`src/hw/controlUnit_cfg.svh`:
```
`ifndef CONTROL_UNIT_CFG_SVH
`define CONTROL_UNIT_CFG_SVH

// Instruction register width
`define OPCODE_WIDTH 8

// Registers under control of the mask words
`define REG_COUNT 14

// Bit position of each register in the write, increment and reset masks
`define REG_PC   0
`define REG_IR   1
`define REG_GSP  2
`define REG_RP   3
`define REG_CP   4
`define REG_STP  5
`define REG_CID  6
`define REG_EOPC 7
`define REG_MC   8
`define REG_MV   9
`define REG_WV   10
`define REG_MULR 11
`define REG_ADDR 12
`define REG_AC   13

`endif

```
`src/hw/controlPkg.sv`:
```
`include "controlUnit_cfg.svh"

package controlPkg;

	// One enable bit per register
	typedef logic [`REG_COUNT-1:0] regMaskT;

	typedef enum logic [`OPCODE_WIDTH-1:0] {
		OP_RSTALL = 8'd1, OP_RSTAC, OP_RSTADDR, OP_RSTGSP, OP_RSTMC, OP_RSTCP, OP_RSTRP,
		OP_INCGSP, OP_INCAC, OP_INCCP, OP_INCRP, OP_INCMC, OP_INCSTP,
		OP_MSTP, OP_MRP, OP_MCP, OP_MEOPC, OP_MADDR, OP_MCID,
		OP_MCIDAC, OP_MRPAC, OP_MCPAC, OP_MSTPAC,
		OP_LDADDR, OP_LDAC, OP_LDRP, OP_LDCP,
		OP_STSP,
		OP_ADD,
		OP_JMPZ1, OP_JMPZ2, OP_JMP,
		OP_END
	} opcodeT;

	typedef enum logic [7:0] {
		ST_FETCH1, ST_FETCH2,
		// Single-cycle instructions
		ST_RSTALL, ST_RSTAC, ST_RSTADDR, ST_RSTGSP, ST_RSTMC, ST_RSTCP, ST_RSTRP,
		ST_INCGSP, ST_INCAC, ST_INCCP, ST_INCRP, ST_INCMC, ST_INCSTP,
		ST_MSTP, ST_MRP, ST_MCP, ST_MEOPC, ST_MADDR, ST_MCID,
		ST_MCIDAC, ST_MRPAC, ST_MCPAC, ST_MSTPAC,
		ST_ADD,
		// Memory loads and store
		ST_LDADDR1, ST_LDADDR2, ST_LDAC1, ST_LDAC2,
		ST_LDRP1, ST_LDRP2, ST_LDCP1, ST_LDCP2,
		ST_STSP,
		// Conditional and unconditional jumps
		ST_JMPZ1, ST_JMPZ1Y1, ST_JMPZ1Y2, ST_JMPZ1Y3, ST_JMPZ1N1, ST_JMPZ1N2,
		ST_JMPZ2, ST_JMPZ2Y1, ST_JMPZ2Y2, ST_JMPZ2Y3, ST_JMPZ2N1, ST_JMPZ2N2,
		ST_JMP1, ST_JMP2, ST_JMP3, ST_JMP4,
		ST_HALT
	} ctrlStateT;

	typedef enum logic [1:0] {
		ALU_NONE,
		ALU_ADD
	} aluOpT;

	typedef enum logic [2:0] {
		BS_AC, BS_MEMOUT, BS_ADDR, BS_CID, BS_RP, BS_CP, BS_STP
	} busSelectT;

	typedef enum logic [1:0] {
		PTR_GSP, PTR_RP, PTR_CP, PTR_STP
	} pointerSelectT;

	typedef enum logic [1:0] {
		MEM_IDLE, MEM_IREAD, MEM_READ, MEM_WRITE
	} memCtrlT;

	typedef struct packed {
		aluOpT aluOp;
		busSelectT busSelect;
		pointerSelectT pointerSelect;
		memCtrlT memCtrl;
		regMaskT wrtEn;
		regMaskT incEn;
		regMaskT rstEn;
	} controlWordT;

endpackage

```
`src/hw/opcodeDecoder.sv`:
```
`timescale 1ns/1ps

module opcodeDecoder (
	input controlPkg::opcodeT ins,
	output controlPkg::ctrlStateT entryState
);

	always_comb begin
		case (ins)
			controlPkg::OP_RSTALL: entryState = controlPkg::ST_RSTALL;
			controlPkg::OP_RSTAC: entryState = controlPkg::ST_RSTAC;
			controlPkg::OP_RSTADDR: entryState = controlPkg::ST_RSTADDR;
			controlPkg::OP_RSTGSP: entryState = controlPkg::ST_RSTGSP;
			controlPkg::OP_RSTMC: entryState = controlPkg::ST_RSTMC;
			controlPkg::OP_RSTCP: entryState = controlPkg::ST_RSTCP;
			controlPkg::OP_RSTRP: entryState = controlPkg::ST_RSTRP;

			controlPkg::OP_INCGSP: entryState = controlPkg::ST_INCGSP;
			controlPkg::OP_INCAC: entryState = controlPkg::ST_INCAC;
			controlPkg::OP_INCCP: entryState = controlPkg::ST_INCCP;
			controlPkg::OP_INCRP: entryState = controlPkg::ST_INCRP;
			controlPkg::OP_INCMC: entryState = controlPkg::ST_INCMC;
			controlPkg::OP_INCSTP: entryState = controlPkg::ST_INCSTP;

			controlPkg::OP_MSTP: entryState = controlPkg::ST_MSTP;
			controlPkg::OP_MRP: entryState = controlPkg::ST_MRP;
			controlPkg::OP_MCP: entryState = controlPkg::ST_MCP;
			controlPkg::OP_MEOPC: entryState = controlPkg::ST_MEOPC;
			controlPkg::OP_MADDR: entryState = controlPkg::ST_MADDR;
			controlPkg::OP_MCID: entryState = controlPkg::ST_MCID;

			controlPkg::OP_MCIDAC: entryState = controlPkg::ST_MCIDAC;
			controlPkg::OP_MRPAC: entryState = controlPkg::ST_MRPAC;
			controlPkg::OP_MCPAC: entryState = controlPkg::ST_MCPAC;
			controlPkg::OP_MSTPAC: entryState = controlPkg::ST_MSTPAC;

			// Loads start with the memory read
			controlPkg::OP_LDADDR: entryState = controlPkg::ST_LDADDR1;
			controlPkg::OP_LDAC: entryState = controlPkg::ST_LDAC1;
			controlPkg::OP_LDRP: entryState = controlPkg::ST_LDRP1;
			controlPkg::OP_LDCP: entryState = controlPkg::ST_LDCP1;
			controlPkg::OP_STSP: entryState = controlPkg::ST_STSP;

			controlPkg::OP_ADD: entryState = controlPkg::ST_ADD;

			controlPkg::OP_JMPZ1: entryState = controlPkg::ST_JMPZ1;
			controlPkg::OP_JMPZ2: entryState = controlPkg::ST_JMPZ2;
			controlPkg::OP_JMP: entryState = controlPkg::ST_JMP1;

			controlPkg::OP_END: entryState = controlPkg::ST_HALT;
			// Unknown opcodes stop the processor too
			default: entryState = controlPkg::ST_HALT;
		endcase
	end

endmodule

```
`src/hw/controlSequencer.sv`:
```
`timescale 1ns/1ps

module controlSequencer (
	input logic clk,
	input logic reset,
	input logic acq,
	input logic z1,
	input logic z2,
	input controlPkg::ctrlStateT entryState,
	output controlPkg::ctrlStateT state
);

	controlPkg::ctrlStateT nextState;

	always_ff @(posedge clk) begin
		if (reset) begin
			state <= controlPkg::ST_FETCH1;
		end else begin
			state <= nextState;
		end
	end

	always_comb begin
		case (state)
			// Instruction fetch waits for the memory
			controlPkg::ST_FETCH1:
				nextState = acq ? controlPkg::ST_FETCH2 : controlPkg::ST_FETCH1;
			controlPkg::ST_FETCH2:
				nextState = entryState;

			controlPkg::ST_LDADDR1:
				nextState = acq ? controlPkg::ST_LDADDR2 : controlPkg::ST_LDADDR1;
			controlPkg::ST_LDAC1:
				nextState = acq ? controlPkg::ST_LDAC2 : controlPkg::ST_LDAC1;
			controlPkg::ST_LDRP1:
				nextState = acq ? controlPkg::ST_LDRP2 : controlPkg::ST_LDRP1;
			controlPkg::ST_LDCP1:
				nextState = acq ? controlPkg::ST_LDCP2 : controlPkg::ST_LDCP1;
			// Store finishes as soon as the write is acknowledged
			controlPkg::ST_STSP:
				nextState = acq ? controlPkg::ST_FETCH1 : controlPkg::ST_STSP;

			// Jump taken when z1 is set
			controlPkg::ST_JMPZ1:
				nextState = z1 ? controlPkg::ST_JMPZ1Y1 : controlPkg::ST_JMPZ1N1;
			controlPkg::ST_JMPZ1Y1: nextState = controlPkg::ST_JMPZ1Y2;
			controlPkg::ST_JMPZ1Y2: nextState = controlPkg::ST_JMPZ1Y3;
			controlPkg::ST_JMPZ1Y3: nextState = controlPkg::ST_FETCH1;
			controlPkg::ST_JMPZ1N1: nextState = controlPkg::ST_JMPZ1N2;
			controlPkg::ST_JMPZ1N2: nextState = controlPkg::ST_FETCH1;

			// Jump taken when z2 is clear
			controlPkg::ST_JMPZ2:
				nextState = !z2 ? controlPkg::ST_JMPZ2Y1 : controlPkg::ST_JMPZ2N1;
			controlPkg::ST_JMPZ2Y1: nextState = controlPkg::ST_JMPZ2Y2;
			controlPkg::ST_JMPZ2Y2: nextState = controlPkg::ST_JMPZ2Y3;
			controlPkg::ST_JMPZ2Y3: nextState = controlPkg::ST_FETCH1;
			controlPkg::ST_JMPZ2N1: nextState = controlPkg::ST_JMPZ2N2;
			controlPkg::ST_JMPZ2N2: nextState = controlPkg::ST_FETCH1;

			controlPkg::ST_JMP1: nextState = controlPkg::ST_JMP2;
			controlPkg::ST_JMP2: nextState = controlPkg::ST_JMP3;
			controlPkg::ST_JMP3: nextState = controlPkg::ST_JMP4;
			controlPkg::ST_JMP4: nextState = controlPkg::ST_FETCH1;

			// Only reset leaves halt
			controlPkg::ST_HALT: nextState = controlPkg::ST_HALT;

			// Single-cycle instructions and load completions
			default: nextState = controlPkg::ST_FETCH1;
		endcase
	end

endmodule

```
`src/hw/controlWordTable.sv`:
```
`timescale 1ns/1ps
`include "controlUnit_cfg.svh"

module controlWordTable (
	input controlPkg::ctrlStateT state,
	output controlPkg::controlWordT ctrl
);

	always_comb begin
		// Idle word, overridden below per state
		ctrl.aluOp = controlPkg::ALU_NONE;
		ctrl.busSelect = controlPkg::BS_AC;
		ctrl.pointerSelect = controlPkg::PTR_GSP;
		ctrl.memCtrl = controlPkg::MEM_IDLE;
		ctrl.wrtEn = '0;
		ctrl.incEn = '0;
		ctrl.rstEn = '0;

		case (state)
			controlPkg::ST_FETCH1: begin
				ctrl.memCtrl = controlPkg::MEM_IREAD;
			end
			controlPkg::ST_FETCH2: begin
				ctrl.incEn[`REG_PC] = 1'b1;
				ctrl.wrtEn[`REG_IR] = 1'b1;
			end

			// PC and IR are left alone by reset-all
			controlPkg::ST_RSTALL: begin
				ctrl.rstEn[`REG_AC:`REG_GSP] = '1;
			end
			controlPkg::ST_RSTAC: ctrl.rstEn[`REG_AC] = 1'b1;
			controlPkg::ST_RSTADDR: ctrl.rstEn[`REG_ADDR] = 1'b1;
			controlPkg::ST_RSTGSP: ctrl.rstEn[`REG_GSP] = 1'b1;
			controlPkg::ST_RSTMC: ctrl.rstEn[`REG_MC] = 1'b1;
			controlPkg::ST_RSTCP: ctrl.rstEn[`REG_CP] = 1'b1;
			controlPkg::ST_RSTRP: ctrl.rstEn[`REG_RP] = 1'b1;

			controlPkg::ST_INCGSP: ctrl.incEn[`REG_GSP] = 1'b1;
			controlPkg::ST_INCAC: ctrl.incEn[`REG_AC] = 1'b1;
			controlPkg::ST_INCCP: ctrl.incEn[`REG_CP] = 1'b1;
			controlPkg::ST_INCRP: ctrl.incEn[`REG_RP] = 1'b1;
			controlPkg::ST_INCMC: ctrl.incEn[`REG_MC] = 1'b1;
			controlPkg::ST_INCSTP: ctrl.incEn[`REG_STP] = 1'b1;

			// Accumulator drives the bus into the target
			controlPkg::ST_MSTP: begin
				ctrl.busSelect = controlPkg::BS_AC;
				ctrl.wrtEn[`REG_STP] = 1'b1;
			end
			controlPkg::ST_MRP: begin
				ctrl.busSelect = controlPkg::BS_AC;
				ctrl.wrtEn[`REG_RP] = 1'b1;
			end
			controlPkg::ST_MCP: begin
				ctrl.busSelect = controlPkg::BS_AC;
				ctrl.wrtEn[`REG_CP] = 1'b1;
			end
			controlPkg::ST_MEOPC: begin
				ctrl.busSelect = controlPkg::BS_AC;
				ctrl.wrtEn[`REG_EOPC] = 1'b1;
			end
			controlPkg::ST_MADDR: begin
				ctrl.busSelect = controlPkg::BS_AC;
				ctrl.wrtEn[`REG_ADDR] = 1'b1;
			end
			controlPkg::ST_MCID: begin
				ctrl.busSelect = controlPkg::BS_AC;
				ctrl.wrtEn[`REG_CID] = 1'b1;
			end

			controlPkg::ST_MCIDAC: begin
				ctrl.busSelect = controlPkg::BS_CID;
				ctrl.wrtEn[`REG_AC] = 1'b1;
			end
			controlPkg::ST_MRPAC: begin
				ctrl.busSelect = controlPkg::BS_RP;
				ctrl.wrtEn[`REG_AC] = 1'b1;
			end
			controlPkg::ST_MCPAC: begin
				ctrl.busSelect = controlPkg::BS_CP;
				ctrl.wrtEn[`REG_AC] = 1'b1;
			end
			controlPkg::ST_MSTPAC: begin
				ctrl.busSelect = controlPkg::BS_STP;
				ctrl.wrtEn[`REG_AC] = 1'b1;
			end

			controlPkg::ST_LDADDR1, controlPkg::ST_LDAC1: begin
				ctrl.memCtrl = controlPkg::MEM_READ;
			end
			controlPkg::ST_LDRP1: begin
				ctrl.memCtrl = controlPkg::MEM_READ;
				ctrl.pointerSelect = controlPkg::PTR_RP;
			end
			controlPkg::ST_LDCP1: begin
				ctrl.memCtrl = controlPkg::MEM_READ;
				ctrl.pointerSelect = controlPkg::PTR_CP;
			end
			controlPkg::ST_LDADDR2: begin
				ctrl.busSelect = controlPkg::BS_MEMOUT;
				ctrl.wrtEn[`REG_ADDR] = 1'b1;
			end
			// LDCP lands its data in AC as well
			controlPkg::ST_LDAC2, controlPkg::ST_LDCP2: begin
				ctrl.busSelect = controlPkg::BS_MEMOUT;
				ctrl.wrtEn[`REG_AC] = 1'b1;
			end
			controlPkg::ST_LDRP2: begin
				ctrl.busSelect = controlPkg::BS_MEMOUT;
				ctrl.wrtEn[`REG_RP] = 1'b1;
			end
			controlPkg::ST_STSP: begin
				ctrl.memCtrl = controlPkg::MEM_WRITE;
				ctrl.pointerSelect = controlPkg::PTR_STP;
			end

			controlPkg::ST_ADD: begin
				ctrl.aluOp = controlPkg::ALU_ADD;
				ctrl.busSelect = controlPkg::BS_ADDR;
			end

			// Target address comes in through IR, then moves to PC
			controlPkg::ST_JMPZ1Y1, controlPkg::ST_JMPZ2Y1: begin
				ctrl.wrtEn[`REG_IR] = 1'b1;
			end
			controlPkg::ST_JMPZ1Y2, controlPkg::ST_JMPZ2Y2, controlPkg::ST_JMP3: begin
				ctrl.wrtEn[`REG_PC] = 1'b1;
			end
			// Skip over the jump target
			controlPkg::ST_JMPZ1N1, controlPkg::ST_JMPZ2N1: begin
				ctrl.incEn[`REG_PC] = 1'b1;
				ctrl.wrtEn[`REG_IR] = 1'b1;
			end

			default: begin
				ctrl.memCtrl = controlPkg::MEM_IDLE;
			end
		endcase
	end

endmodule

```
`src/hw/controlUnit.sv`:
```
`timescale 1ns/1ps

module controlUnit (
	input logic clk,
	input logic reset,
	input controlPkg::opcodeT ins,
	input logic acq,
	input logic z1,
	input logic z2,
	output controlPkg::controlWordT ctrl
);

	controlPkg::ctrlStateT entryState;
	controlPkg::ctrlStateT state;

	opcodeDecoder opcodeDecoder_i (
		.ins(ins),
		.entryState(entryState)
	);

	controlSequencer controlSequencer_i (
		.clk(clk),
		.reset(reset),
		.acq(acq),
		.z1(z1),
		.z2(z2),
		.entryState(entryState),
		.state(state)
	);

	// Moore outputs straight from the current state
	controlWordTable controlWordTable_i (
		.state(state),
		.ctrl(ctrl)
	);

endmodule

```
`config.mk`:
```
export PLATFORM = sky130hd
export DESIGN_NAME = controlUnit
export DESIGN_NICKNAME = d
export VERILOG_FILES = /design/src/hw/controlPkg.sv /design/src/hw/opcodeDecoder.sv /design/src/hw/controlSequencer.sv /design/src/hw/controlWordTable.sv /design/src/hw/controlUnit.sv
export VERILOG_INCLUDE_DIRS = /design/src /design/src/hw
export SDC_FILE = /design/constraint.sdc
export NUM_CORES = 1
export LEC_CHECK = 0
export BUFFER_PORTS_ARGS = -buffer_cell sky130_fd_sc_hd__buf_2
export CORE_ASPECT_RATIO = 1.4
export CORE_MARGIN = 1
export CORE_UTILIZATION = 53
export CTS_CLUSTER_DIAMETER = 50
export DETAILED_ROUTE_END_ITERATION = 16
export GPL_TIMING_DRIVEN = 0
export PLACE_DENSITY_LB_ADDON = 0.3
export SYNTH_ARGS = -nofsm -noshare
export SYNTH_HDL_FRONTEND = slang
export SYNTH_SLANG_ARGS = --single-unit
```
`constraint.sdc`:
```
create_clock -name clk -period 3 [get_ports clk]
set_clock_uncertainty 0.05 [all_clocks]
set_input_delay 0.15 -clock clk [delete_from_list [all_inputs] [get_ports clk]]
set_output_delay 0.15 -clock clk [all_outputs]
set_load 0.01 [all_outputs]
```
==> impl_metrics.env <==
export IMPL_rsz0062_at_grt="no"
export IMPL_syn2layout_area_growth_pct=23.6
export IMPL_crit_path_end_kind="output port"
export IMPL_final_cell_mix="60 x buf_2, 24 x buf_4, 24 x nand2_1"
export IMPL_cp_start_kind="flip-flop"
export IMPL_cap_violations=0
export IMPL_via_per_inst=5.70
export IMPL_synth_distinct_cells=59
export IMPL_clock_latency_ns=0.24
export IMPL_tightest_slew_ns=0.523
export IMPL_finalMaxSlewViolations=0
export IMPL_start_util_pct=56.3
export IMPL_largest_register="controlSequencer_i.state"
export IMPL_cts_path_max_buffers=2
export IMPL_synth_top_flop_cell="dfxtp_1"
export IMPL_rows=22
export IMPL_syn_area_sq_mm=0.00150
export IMPL_hold_ws_ns=0.206
export IMPL_portBuffers=47
export IMPL_vias=1915
export IMPL_ant_nets=0
export IMPL_final_cells=336
export IMPL_grt_pass1_vias=1636
export IMPL_die_y_microns=65.0
export IMPL_post_cts_hold_buffer_count=0
export IMPL_grt_max_degree=11
export IMPL_avgSynthCellArea_sq_um=6.37
export IMPL_htreeDepth=1
export IMPL_async_reset_ff_share_pct=0
export IMPL_final_common_cell="buf_2"
export IMPL_synth_edf_count=0
export IMPL_gp_congestion=0.985
export IMPL_diodes=0
export IMPL_max_freq_mhz=435
export IMPL_drc=0
export IMPL_die_x_microns=47.0
export IMPL_setup_viol=0
export IMPL_cp_required_ns=2.80
export IMPL_post_cts_buffers=0
export IMPL_post_route_cells_drive_above_1_share_pct=32.3
export IMPL_ys_warn_count=0
export IMPL_dr_pass1_iters=4
export IMPL_nets=318
export IMPL_worst_slack_ns=0.703
export IMPL_power_density_mw_per_mm2=564
export IMPL_place_hpwl_microns=3600
export IMPL_path_clk_slew_ns=0.04
export IMPL_p_leak_nw=0.920
export IMPL_finalHoldViolations=0
export IMPL_vdd_drop_max_uv=440
export IMPL_cts_tree="done"
export IMPL_cts_root_buf="clkbuf_4"
export IMPL_min_path_type="input port to flip-flop"
export IMPL_gr_total_overflow=0
export IMPL_post_cts_resize_count=0
export IMPL_ys_ff_latch=6
export IMPL_netlist_instances=236
export IMPL_core_area_sq_mm=0.00267
export IMPL_wirelength_microns=4520
export IMPL_final_core_util_pct=69.6
export IMPL_cp_max_fo=10
export IMPL_worstPathArrival_ns=2.10
export IMPL_outcome="completed"
export IMPL_fin_setup_tns_ns=0
export IMPL_dp_cells=333
export IMPL_fin_crit_sh_pct=76.6
export IMPL_reg_top3="controlSequencer_i.state (6)"
export IMPL_clock_sinks=6
export IMPL_ys_seq_area_share_pct=7.99
export IMPL_pre_cts_slack_ns=0.962
export IMPL_cts_buffers=3
export IMPL_dr_first_iter_drc_count=73
export IMPL_antenna_found_initial=0
export IMPL_finalCriticalPeriod_ns=2.30
export IMPL_fill_cells=256
export IMPL_io_pins=64
export IMPL_grt_usage_pct=30.4
export IMPL_wire_per_inst_microns=13.5
export IMPL_path_class="flip-flop to output port"
export IMPL_die_area_sq_mm=0.00306
export IMPL_largest_register_ffs=6
export IMPL_timing_slew_headroom_pct=64.8
export IMPL_grt_pass1_wl_microns=7010
## critical path, stage by stage, from the launching register on
cell,delay [ns]
dfxtp_1,0.35
buf_4,0.18
buf_2,0.25
nand2_1,0.24
nor3_1,0.51
buf_4,0.19
buf_2,0.12
## metal layers
metal	part of all wire [%]	track usage (%)	vias to the layer above
met5	0	0	-
met4	2.7	13.6	0
met3	8.2	3.90	13
met2	52	54.5	116
met1	37	33.2	843
li1	-	-	943
## cell usage after synthesis, types with 2 or more instances
cell	number	area, sq um
ha_1	3	37.5
inv_1	6	22.5
xnor2_1	3	26.3
mux2i_1	2	20.0
clkbuf_1	4	15.0
xor2_1	2	17.5
a21oi_1	20	100
nand2_1	24	90.1
nor4_1	3	18.8
nand3b_1	2	15.0
nor2b_1	7	43.8
o32a_1	2	20.0
buf_4	24	180
nand3_1	6	30.0
a21boi_0	2	15.0
dfxtp_1	6	120
nor3_1	17	85.1
o21ai_0	12	60.1
o211ai_1	2	15.0
o22ai_1	5	31.3
a31oi_1	6	37.5
a22oi_1	2	15.0
buf_2	13	65.1
or2_1	2	12.5
nor2_1	20	75.1
nand2b_1	8	50.1
## area by class of cell
class,instances,area [sq um],share of cell area [%]
buffer,42,264,14.2
sequential,6,120,6.46
tap,36,45.0,2.42
timing repair buffer,47,235,12.7
multi-input combinational,196,1150,61.8
inverter,6,22.5,1.21
clock buffer,3,22.5,1.21
## report_power, final
| part | leakage [nW] | switching (mW) | total (mW) | internal [mW] |
|---|---|---|---|---|
| Sequential | 0.0488 | 0.0110 | 0.112 | 0.101 |
| Clock | 0.0138 | 0.0246 | 0.0696 | 0.0449 |
| Combinational | 0.857 | 0.534 | 0.868 | 0.335 |
| Total | 0.920 | 0.569 | 1.05 | 0.480 |
## final timing paths
| kind | slack [ns] | cells after the start | startpoint | end |
|---|---|---|---|---|
| worst max register to register | 1.25 | 6 | controlSequencer_i.state[4] | controlSequencer_i.state[5] |
| worst min register to register | 0.70 | 3 | controlSequencer_i.state[2] | controlSequencer_i.state[1] |
| worst min-delay path | 0.21 | 3 | reset | controlSequencer_i.state[1] |
| worst max-delay path | 0.70 | 6 | controlSequencer_i.state[1] | ctrl[9] |
## logic make-up (layout without fill, tap and decap cells)
logic type | after synthesis | in the layout | share of synthesized area, %
AND/OR/NAND/NOR | 105 | 105 | 37.4
AO/OA/AOI/OAI | 66 | 66 | 28.5
buffers and inverters | 48 | 98 | 19.1
flip-flops | 6 | 6 | 7.99
XOR/XNOR | 5 | 5 | 2.91
adder cells (fa/ha/maj) | 3 | 3 | 2.50
multiplexers | 2 | 2 | 1.33
other | 1 | 15 | 0.249
## metrics by stage
stage | instance area [sq um] | total power [mW]
3_3_place_gp | 1840 | 0.959
2_1_floorplan | 1560 | 0.730
5_1_grt | 1860 | 1.14
6_report | 1860 | 1.05
3_5_place_dp | 1840 | 0.965
4_1_cts | 1860 | 1.04
Note: power is estimated with default switching activity, not from simulation.
